--- src/s4_code_pkg.sv ---
// Lane flag values double as the number of valid words in the lane
`default_nettype none

package s4_code_pkg;

  // ------------------------------
  // Lane flags
  // ------------------------------
  localparam logic [1:0] lane_none = 2'd0;
  localparam logic [1:0] lane_one  = 2'd1;
  localparam logic [1:0] lane_two  = 2'd2;

  // ------------------------------
  // Flush and carry constants
  // ------------------------------
  // Rounding mask for the final low value
  localparam logic [13:0] flush_mask = 14'h3fff;

  // Byte value that stays pending until a later carry decision
  localparam logic [7:0] run_byte = 8'hff;

endpackage

`default_nettype wire

--- src/s4_width_pkg.sv ---
// Widths assume 9-bit pre-bitstream words and a 24-bit encoder low register
`default_nettype none

package s4_width_pkg;

  // ------------------------------
  // Datapath widths
  // ------------------------------
  localparam int byte_w = 8;
  localparam int word_w = 9;
  localparam int low_w  = 24;
  localparam int cnt_w  = 5;

  // ------------------------------
  // Carry execute limits
  // ------------------------------
  // Encoder never produces a longer pending 0xFF run
  localparam int max_run = 3;
  localparam int run_w   = $clog2(max_run + 1);
  localparam int max_out = 5;
  localparam int count_w = 3;

  // ------------------------------
  // Output settle after reset
  // ------------------------------
  localparam int settle_cycles = 2;
  localparam int settle_w      = $clog2(settle_cycles + 1);

endpackage

`default_nettype wire

--- src/s4_bitstream_result.sv ---
// Output holds zero for settle_cycles clock edges after arst_n releases
`timescale 1ns/10ps
`default_nettype none

module s4_bitstream_result (
  input  wire                              s4_clk,
  input  wire                              arst_n,
  input  wire [s4_width_pkg::byte_w-1:0]   byte_1,
  input  wire [s4_width_pkg::byte_w-1:0]   byte_2,
  input  wire [s4_width_pkg::byte_w-1:0]   byte_3,
  input  wire [s4_width_pkg::byte_w-1:0]   byte_4,
  input  wire [s4_width_pkg::byte_w-1:0]   byte_5,
  input  wire [s4_width_pkg::count_w-1:0]  byte_count,
  input  wire                              last,
  output logic [s4_width_pkg::byte_w-1:0]  out_byte_1,
  output logic [s4_width_pkg::byte_w-1:0]  out_byte_2,
  output logic [s4_width_pkg::byte_w-1:0]  out_byte_3,
  output logic [s4_width_pkg::byte_w-1:0]  out_byte_4,
  output logic [s4_width_pkg::byte_w-1:0]  out_byte_5,
  output logic [s4_width_pkg::count_w-1:0] out_count,
  output logic                             out_last
);

  logic [s4_width_pkg::settle_w-1:0] settle_q;
  logic                              out_en;

  // Upstream state may still be settling right after reset
  assign out_en = (settle_q == s4_width_pkg::settle_cycles);

  always_ff @(posedge s4_clk or negedge arst_n) begin
    if (!arst_n) begin
      settle_q   <= '0;
      out_byte_1 <= '0;
      out_byte_2 <= '0;
      out_byte_3 <= '0;
      out_byte_4 <= '0;
      out_byte_5 <= '0;
      out_count  <= '0;
      out_last   <= 1'b0;
    end else if (!out_en) begin
      settle_q <= settle_q + 1'b1;
    end else begin
      out_byte_1 <= byte_1;
      out_byte_2 <= byte_2;
      out_byte_3 <= byte_3;
      out_byte_4 <= byte_4;
      out_byte_5 <= byte_5;
      out_count  <= byte_count;
      out_last   <= last;
    end
  end

endmodule

`default_nettype wire

--- src/s4_carry_execute.sv ---
// At flush the pending 0xFF run must be at most two, or the final cycle overflows five slots
`timescale 1ns/10ps
`default_nettype none

module s4_carry_execute (
  input  wire                              s4_clk,
  input  wire                              arst_n,
  input  wire                              flag_first,
  input  wire [s4_width_pkg::word_w-1:0]   word_1,
  input  wire [s4_width_pkg::word_w-1:0]   word_2,
  input  wire [1:0]                        word_count,
  input  wire                              final_words,
  output logic [s4_width_pkg::byte_w-1:0]  byte_1,
  output logic [s4_width_pkg::byte_w-1:0]  byte_2,
  output logic [s4_width_pkg::byte_w-1:0]  byte_3,
  output logic [s4_width_pkg::byte_w-1:0]  byte_4,
  output logic [s4_width_pkg::byte_w-1:0]  byte_5,
  output logic [s4_width_pkg::count_w-1:0] byte_count,
  output logic                             last
);

  // Held state between cycles
  logic [s4_width_pkg::byte_w-1:0]  prev_q;
  logic                             prev_vld_q;
  logic [s4_width_pkg::run_w-1:0]   run_q;

  // Working copies while the words of this cycle are applied
  logic [s4_width_pkg::byte_w-1:0]  cur_prev;
  logic                             cur_vld;
  logic [s4_width_pkg::run_w-1:0]   cur_run;
  logic [s4_width_pkg::word_w-1:0]  cur_word;
  logic                             cur_carry;
  logic                             step_act;

  logic [s4_width_pkg::byte_w-1:0]  slot [s4_width_pkg::max_out];
  logic [s4_width_pkg::count_w-1:0] n_out;

  // ------------------------------
  // Carry resolution
  // ------------------------------
  // Steps 0 and 1 take the two words, step 2 drains on flush
  always_comb begin
    cur_prev  = prev_q;
    cur_vld   = prev_vld_q & ~flag_first;
    cur_run   = flag_first ? '0 : run_q;
    cur_word  = '0;
    cur_carry = 1'b0;
    step_act  = 1'b0;
    n_out     = '0;
    for (int k = 0; k < s4_width_pkg::max_out; k++) begin
      slot[k] = '0;
    end

    for (int step = 0; step < 3; step++) begin
      case (step)
        0: begin
          cur_word = word_1;
          step_act = (word_count >= 2'd1);
        end
        1: begin
          cur_word = word_2;
          step_act = (word_count == 2'd2);
        end
        default: begin
          // Zero byte with carry clear settles everything still held
          cur_word = '0;
          step_act = final_words;
        end
      endcase
      cur_carry = cur_word[s4_width_pkg::byte_w];

      if (step_act) begin
        if (step < 2 && !cur_carry &&
            cur_word[s4_width_pkg::byte_w-1:0] == s4_code_pkg::run_byte) begin
          cur_run = cur_run + 1'b1;
        end else begin
          if (cur_vld) begin
            if (n_out < s4_width_pkg::max_out) begin
              slot[n_out] = cur_prev + cur_carry;
            end
            n_out = n_out + 1'b1;
          end
          // Pending 0xFF bytes wrap to 0x00 on a carry
          for (int r = 0; r < s4_width_pkg::max_run; r++) begin
            if (r < cur_run) begin
              if (n_out < s4_width_pkg::max_out) begin
                slot[n_out] = s4_code_pkg::run_byte + cur_carry;
              end
              n_out = n_out + 1'b1;
            end
          end
          cur_prev = cur_word[s4_width_pkg::byte_w-1:0];
          cur_vld  = 1'b1;
          cur_run  = '0;
        end
      end
    end
  end

  // ------------------------------
  // State update
  // ------------------------------
  always_ff @(posedge s4_clk or negedge arst_n) begin
    if (!arst_n) begin
      prev_vld_q <= 1'b0;
      run_q      <= '0;
    end else begin
      prev_vld_q <= final_words ? 1'b0 : cur_vld;
      run_q      <= final_words ? '0 : cur_run;
    end
  end

  always_ff @(posedge s4_clk) begin
    prev_q <= cur_prev;
  end

  assign byte_1     = slot[0];
  assign byte_2     = slot[1];
  assign byte_3     = slot[2];
  assign byte_4     = slot[3];
  assign byte_5     = slot[4];
  assign byte_count = n_out;
  assign last       = final_words;

endmodule

`default_nettype wire

--- src/s4_carry_top.sv ---
// No back-pressure; every nonzero out_count must be taken in its cycle
`timescale 1ns/10ps
`default_nettype none

module s4_carry_top (
  input  wire                              s4_clk,
  input  wire                              arst_n,
  input  wire                              flag_first,
  input  wire [s4_width_pkg::word_w-1:0]   pb_1_1,
  input  wire [s4_width_pkg::word_w-1:0]   pb_1_2,
  input  wire [s4_width_pkg::word_w-1:0]   pb_2_1,
  input  wire [s4_width_pkg::word_w-1:0]   pb_2_2,
  input  wire [1:0]                        pb_flag_1,
  input  wire [1:0]                        pb_flag_2,
  input  wire                              flush,
  input  wire [s4_width_pkg::low_w-1:0]    low,
  input  wire [s4_width_pkg::cnt_w-1:0]    cnt,
  output logic [s4_width_pkg::byte_w-1:0]  out_byte_1,
  output logic [s4_width_pkg::byte_w-1:0]  out_byte_2,
  output logic [s4_width_pkg::byte_w-1:0]  out_byte_3,
  output logic [s4_width_pkg::byte_w-1:0]  out_byte_4,
  output logic [s4_width_pkg::byte_w-1:0]  out_byte_5,
  output logic [s4_width_pkg::count_w-1:0] out_count,
  output logic                             out_last
);

  logic [s4_width_pkg::word_w-1:0]  word_1;
  logic [s4_width_pkg::word_w-1:0]  word_2;
  logic [1:0]                       word_count;
  logic                             final_words;
  logic [s4_width_pkg::byte_w-1:0]  byte_1;
  logic [s4_width_pkg::byte_w-1:0]  byte_2;
  logic [s4_width_pkg::byte_w-1:0]  byte_3;
  logic [s4_width_pkg::byte_w-1:0]  byte_4;
  logic [s4_width_pkg::byte_w-1:0]  byte_5;
  logic [s4_width_pkg::count_w-1:0] byte_count;
  logic                             last;

  // ------------------------------
  // Decode, execute, result
  // ------------------------------
  s4_prebit_decode decode_i (
    .s4_clk      (s4_clk),
    .arst_n      (arst_n),
    .pb_1_1      (pb_1_1),
    .pb_1_2      (pb_1_2),
    .pb_2_1      (pb_2_1),
    .pb_2_2      (pb_2_2),
    .pb_flag_1   (pb_flag_1),
    .pb_flag_2   (pb_flag_2),
    .flush       (flush),
    .low         (low),
    .cnt         (cnt),
    .word_1      (word_1),
    .word_2      (word_2),
    .word_count  (word_count),
    .final_words (final_words)
  );

  s4_carry_execute execute_i (
    .s4_clk      (s4_clk),
    .arst_n      (arst_n),
    .flag_first  (flag_first),
    .word_1      (word_1),
    .word_2      (word_2),
    .word_count  (word_count),
    .final_words (final_words),
    .byte_1      (byte_1),
    .byte_2      (byte_2),
    .byte_3      (byte_3),
    .byte_4      (byte_4),
    .byte_5      (byte_5),
    .byte_count  (byte_count),
    .last        (last)
  );

  s4_bitstream_result result_i (
    .s4_clk     (s4_clk),
    .arst_n     (arst_n),
    .byte_1     (byte_1),
    .byte_2     (byte_2),
    .byte_3     (byte_3),
    .byte_4     (byte_4),
    .byte_5     (byte_5),
    .byte_count (byte_count),
    .last       (last),
    .out_byte_1 (out_byte_1),
    .out_byte_2 (out_byte_2),
    .out_byte_3 (out_byte_3),
    .out_byte_4 (out_byte_4),
    .out_byte_5 (out_byte_5),
    .out_count  (out_count),
    .out_last   (out_last)
  );

endmodule

`default_nettype wire

--- src/s4_prebit_decode.sv ---
// Flush must come one cycle after the last lane word; flag value 3 counts as no words
`timescale 1ns/10ps
`default_nettype none

module s4_prebit_decode (
  input  wire                              s4_clk,
  input  wire                              arst_n,
  input  wire [s4_width_pkg::word_w-1:0]   pb_1_1,
  input  wire [s4_width_pkg::word_w-1:0]   pb_1_2,
  input  wire [s4_width_pkg::word_w-1:0]   pb_2_1,
  input  wire [s4_width_pkg::word_w-1:0]   pb_2_2,
  input  wire [1:0]                        pb_flag_1,
  input  wire [1:0]                        pb_flag_2,
  input  wire                              flush,
  input  wire [s4_width_pkg::low_w-1:0]    low,
  input  wire [s4_width_pkg::cnt_w-1:0]    cnt,
  output logic [s4_width_pkg::word_w-1:0]  word_1,
  output logic [s4_width_pkg::word_w-1:0]  word_2,
  output logic [1:0]                       word_count,
  output logic                             final_words
);

  logic [1:0]                       sel_flag;
  logic [1:0]                       lane_count;
  logic [s4_width_pkg::word_w-1:0]  lane_w1;
  logic [s4_width_pkg::word_w-1:0]  lane_w2;

  logic [s4_width_pkg::low_w:0]     mask_ext;
  logic [s4_width_pkg::low_w:0]     flush_e;
  logic [s4_width_pkg::low_w:0]     e_hi;
  logic [s4_width_pkg::low_w:0]     e_lo;
  logic [s4_width_pkg::cnt_w:0]     flush_s;
  logic [s4_width_pkg::cnt_w:0]     sh_hi;
  logic [s4_width_pkg::cnt_w:0]     sh_lo;
  logic [s4_width_pkg::word_w-1:0]  flush_w1;
  logic [s4_width_pkg::word_w-1:0]  flush_w2;
  logic [1:0]                       flush_count;

  logic [s4_width_pkg::word_w-1:0]  fin_w1_q;
  logic [s4_width_pkg::word_w-1:0]  fin_w2_q;
  logic [1:0]                       fin_count_q;
  logic                             final_q;

  // ------------------------------
  // Lane select
  // ------------------------------
  // Lane 1 has priority whenever it carries words
  assign sel_flag = (pb_flag_1 != s4_code_pkg::lane_none) ? pb_flag_1 : pb_flag_2;
  assign lane_w1  = (pb_flag_1 != s4_code_pkg::lane_none) ? pb_1_1 : pb_2_1;
  assign lane_w2  = (pb_flag_1 != s4_code_pkg::lane_none) ? pb_1_2 : pb_2_2;

  always_comb begin
    case (sel_flag)
      s4_code_pkg::lane_one: lane_count = 2'd1;
      s4_code_pkg::lane_two: lane_count = 2'd2;
      default:               lane_count = 2'd0;
    endcase
  end

  // ------------------------------
  // Flush words
  // ------------------------------
  assign mask_ext = s4_code_pkg::flush_mask;
  // Round low up, clear the mask bits and set the bit just above them
  assign flush_e  = (({1'b0, low} + mask_ext) & ~mask_ext) | (mask_ext + 1'b1);
  assign flush_s  = cnt + 5'd10;
  assign sh_hi    = cnt + 5'd16;
  assign sh_lo    = cnt + 5'd8;
  assign e_hi     = flush_e >> sh_hi;
  assign e_lo     = flush_e >> sh_lo;

  assign flush_w1    = e_hi[s4_width_pkg::word_w-1:0];
  // Second word never carries
  assign flush_w2    = {1'b0, e_lo[s4_width_pkg::word_w-2:0]};
  assign flush_count = (flush_s > 6'd8) ? 2'd2 : 2'd1;

  always_ff @(posedge s4_clk or negedge arst_n) begin
    if (!arst_n) begin
      final_q     <= 1'b0;
      fin_count_q <= 2'd0;
    end else begin
      final_q <= flush;
      if (flush) begin
        fin_count_q <= flush_count;
      end
    end
  end

  always_ff @(posedge s4_clk) begin
    if (flush) begin
      fin_w1_q <= flush_w1;
      fin_w2_q <= flush_w2;
    end
  end

  // Held flush words replace the lanes for one cycle
  assign final_words = final_q;
  assign word_1      = final_q ? fin_w1_q : lane_w1;
  assign word_2      = final_q ? fin_w2_q : lane_w2;
  assign word_count  = final_q ? fin_count_q : lane_count;

endmodule

`default_nettype wire

--- config.mk ---
export PLATFORM = sky130hd
export DESIGN_NAME = s4_carry_top
export DESIGN_NICKNAME = d
export VERILOG_FILES = /design/src/s4_code_pkg.sv /design/src/s4_width_pkg.sv /design/src/s4_bitstream_result.sv /design/src/s4_carry_execute.sv /design/src/s4_carry_top.sv /design/src/s4_prebit_decode.sv
export SDC_FILE = /design/constraint.sdc
export NUM_CORES = 1
export LEC_CHECK = 0
export ABC_AREA = 1
export ABC_CLOCK_PERIOD_IN_PS = 6700
export CORE_MARGIN = 3
export CORE_UTILIZATION = 35
export DETAILED_ROUTE_END_ITERATION = 8
export DONT_BUFFER_PORTS = 1
export GPL_TIMING_DRIVEN = 0
export PLACE_DENSITY = 0.49
export SLEW_MARGIN = 20
export SYNTH_ARGS = -nofsm -noshare
export SYNTH_HDL_FRONTEND = slang
export SYNTH_SLANG_ARGS = --single-unit
--- constraint.sdc ---
create_clock -name s4_clk -period 6.7 [get_ports s4_clk]
set_input_delay 0 -clock s4_clk [delete_from_list [all_inputs] [get_ports s4_clk]]
set_output_delay 0 -clock s4_clk [all_outputs]
set_load 0.05 [all_outputs]
==> impl_metrics.py <==
metrics = {
    "outcome": {
        "status": "finished, final reports clean",
    },
    "clock_network": {
        "tritoncts": "yes",
        "cts_htree_levels": 3,
        "clk_path_buf_depth": 2,
        "worstSkewPairLatency_ns": 0.35,
        "cts_sinks": 77,
        "path_clk_slew_ns": 0.07,
        "cts_buffers": 9,
        "cts-root-buf": "clkbuf_16",
    },
    "detailed_routing": {
        "wl_per_cell_microns": 18.0,
        "drtAntennaViolNets": 0,
        "viasPerCell": 5.31,
        "dr.pass1.iters": 7,
        "drc": 0,
        "drtIter0Drc": 824,
        "drt_wl_total_microns": 29100,
        "vias": 8576,
    },
    "global_route": {
        "grt.busiest_layer": "met2",
        "grt_pass1_wl_microns": 45500,
        "grt_max_degree": 53,
        "overflow": 0,
        "grt_use_met3_pct": 4.67,
        "grt.met2_usage_pct": 36.8,
        "first_global_vias": 8226,
        "track_usage_pct": 23.7,
        "antenna_found_initial": 0,
        "use_met1_pct": 33.4,
    },
    "place": {
        "hpwl_microns": 23300,
        "io_buffers": 0,
        "dp.cells": 1587,
        "pre_cts_ws_ns": -0.364,
        "gp_congestion": 0.967,
    },
    "cells_and_area": {
        "multi_input_area_sq_mm": 0.00533,
        "fin_nets": 1424,
        "seq_area_sq_mm": 0.00197,
        "n_fill_cell": 2411,
        "drive_above_1_share_pct": 12.5,
        "antennaDiodeCount": 0,
        "syn_to_final_growth_pct": 10.9,
        "instances_no_fill": 1614,
    },
    "synthesis": {
        "synth_flop_cell": "dfrtp_1",
        "synth_edf_count": 17,
        "yosysWarnings": 0,
        "ys_top_cells_by_area": "nand2_1 17%, dfrtp_1 16%, o21ai_0 7.4%, nand3_1 6.9%, inv_1 6.6%",
        "netlist.area_leader.share_pct": 17.3,
        "synth_top_cell_by_area": "nand2_1",
        "syn_nets": 1402,
        "syn_inst": 1307,
        "synthDistinctLibCells": 59,
        "ys_ff_latch": 77,
        "yosysSeqAreaShare_pct": 24.4,
        "netlist_area_sq_mm": 0.00808,
        "synth_async_sr_flop_share_pct": 67.5,
        "avgSynthCellArea_sq_um": 6.18,
    },
    "power": {
        "p_seq_share_pct": 36.3,
        "p_sw_share_pct": 46.0,
        "p_total_mw": 2.07,
        "clkPwrFrac_pct": 28.1,
        "power_frac_comb_pct": 35.5,
        "pwr_density_cell_mw_per_mm2": 231,
        "p_int_mw": 1.12,
        "ir_drop_mv": 0.125,
        "leakagePower_nw": 4.58,
        "p_switching_mw": 0.953,
    },
    "hold_path": {
        "min_path_type": "input port to register",
    },
    "flow_run": {
        "maxCapViolCount": 0,
    },
    "timing": {
        "setup_slack_ns": 0.382,
        "slew_headroom_pct": 25.8,
        "fmaxAchievable_ghz": 0.158,
        "fin_crit_sh_pct": 94.3,
        "fin_crit_ns": 6.32,
        "worst_pin_slew_ns": 1.10,
        "finalSetupTns_ns": 0,
        "maxSlewViolCount": 0,
        "clock_skew_ns": 0.00829,
        "fin_hold_ws_ns": 0.0560,
        "setup_viol": 0,
        "hold_viol": 0,
    },
    "die": {
        "start_util_pct": 36.3,
        "rows": 54,
        "core_sq_mm": 0.0222,
        "die_area_sq_mm": 0.0249,
        "design.portCount": 117,
        "die_x_microns": 158,
        "die_h_microns": 158,
    },
    "critical_path": {
        "required_ns": 6.95,
        "crit_path_top_delay_cell": "fa_2",
        "slowest_delay_ns": 0.58,
        "worstSetupPathType": "register to register",
        "crit_top_cell": "ha_1",
        "start_kind": "register",
        "end_kind": "register",
        "worstPathArrival_ns": 6.57,
        "crit_fanout": 7,
    },
}
power groups by stage:
stage / clock, mW / combinational (mW) / sequential, mW
floorplan: 0 / 0.502 / 0.747
global placement: 0 / 0.681 / 0.766
detailed placement: 0 / 0.684 / 0.765
CTS: 0.597 / 0.712 / 0.756
global route: 0.613 / 0.826 / 0.762
finish: 0.584 / 0.737 / 0.753
cell usage in the layout (no fill, tap or decap), drive strengths merged, types with 4 or more instances in the layout:
cell	instances
or2	12
inv	174
ha	21
a21oi	88
buf	26
nand4	15
nand2	407
a31oi	12
nor3	17
o21ai	145
clkbuf	30
dfxtp	8
nor2	117
o211ai	17
a21boi	4
edfxtp	17
clkinv	5
xor2	12
nand3	128
dfrtp	52
Yosys cell counts, types with 5 or more instances:
cell	n
nand2_1	373
inv_1	143
o21ai_0	119
nand3_1	112
nor2_1	105
a21oi_1	85
dfrtp_1	52
inv_2	27
nand2_2	22
ha_1	21
clkbuf_1	20
o21ai_1	18
edfxtp_1	17
o211ai_1	17
nor3_1	15
nand4_1	14
nand3_2	13
a31oi_1	12
xor2_1	12
nand2_4	11
dfxtp_1	8
nor2_2	7
or2_2	7
buf_2	6
buf_1	5
cell type report:
| type | instances | share of cell area [%] |
|---|---|---|
| Timing Repair Buffer | 11 | 1.20 |
| Buffer | 37 | 2.05 |
| Clock inverter | 6 | 1.12 |
| Sequential cell | 77 | 22.0 |
| Tap cell | 280 | 3.91 |
| Clock buffer | 10 | 2.79 |
| Inverter | 175 | 7.44 |
| Multi-Input combinational cell | 1018 | 59.5 |
final timing paths:
kind                       depth (start not counted)  slack [ns]                                  to                              from
setup / recovery                                  39        0.38   result_i.out_count[2]$_DFFE_PN0N_      execute_i.run_q[1]$_DFF_PN0_
hold / removal                                     2        0.06  decode_i.fin_w2_q[1]$_SDFFCE_PP0P_                            cnt[4]
setup reg to reg                                  39        0.38   result_i.out_count[2]$_DFFE_PN0N_      execute_i.run_q[1]$_DFF_PN0_
hold reg to reg                                    1        0.47    result_i.settle_q[0]$_DFFE_PN0P_  result_i.settle_q[0]$_DFFE_PN0P_
max in group asynchronous                          2        6.29        execute_i.run_q[0]$_DFF_PN0_                            arst_n
min in group asynchronous                          2        0.14  result_i.out_byte_1[4]$_DFFE_PN0N_                            arst_n
sequential cells by signal (all words and copies together), names as in the netlist:
name,flops
result_i.settle_q,2
decode_i.fin_w1_q,9
result_i.out_byte_4,8
result_i.out_byte_3,8
decode_i.fin_count_q,2
decode_i.fin_w2_q,8
execute_i.prev_vld_q,1
execute_i.prev_q,8
result_i.out_byte_2,8
result_i.out_byte_1,8
decode_i.final_words,1
result_i.out_last,1
execute_i.run_q,2
result_i.out_byte_5,8
result_i.out_count,3
logic make-up after synthesis:
| group | share of synthesized area, % |
|---|---|
| simple gates | 40.0 |
| compound gates | 19.7 |
| buf+inv | 10.5 |
| flops | 24.4 |
| fa+ha+maj | 3.50 |
| xor+xnor | 1.63 |
| mux | 0.248 |
routing by layer:
layer / up-vias / routed length [microns]
met4: 0 / 741
met5: - / 0
met1: 3955 / 13600
met2: 249 / 12900
li1: 4335 / -
met3: 37 / 1820
stage by stage:
step	instance area, sq um	util (%)
after CTS	8880	39.9
after global routing	8960	40.3
after floorplan	8080	-
after global placement	8430	37.9
final	8960	40.3
after detailed placement	8430	37.9
critical path, delay by kind of cell, from the launching register on:
kind	cells	cell delay, ns
compound gates	5	0.44
xor+xnor	1	0.16
fa+ha+maj	10	3.02
buf+inv	7	0.57
flops	1	0.39
simple gates	16	1.59
repair_timing:
action,in CTS,in global routing
endpoints found under the hold margin,72,0
buffers inserted,4,4
pin swaps,3,10
resized for setup,9,13
setup endpoints to repair,42,42
hold buffers,3,0
Power figures use the tool's default switching activity.
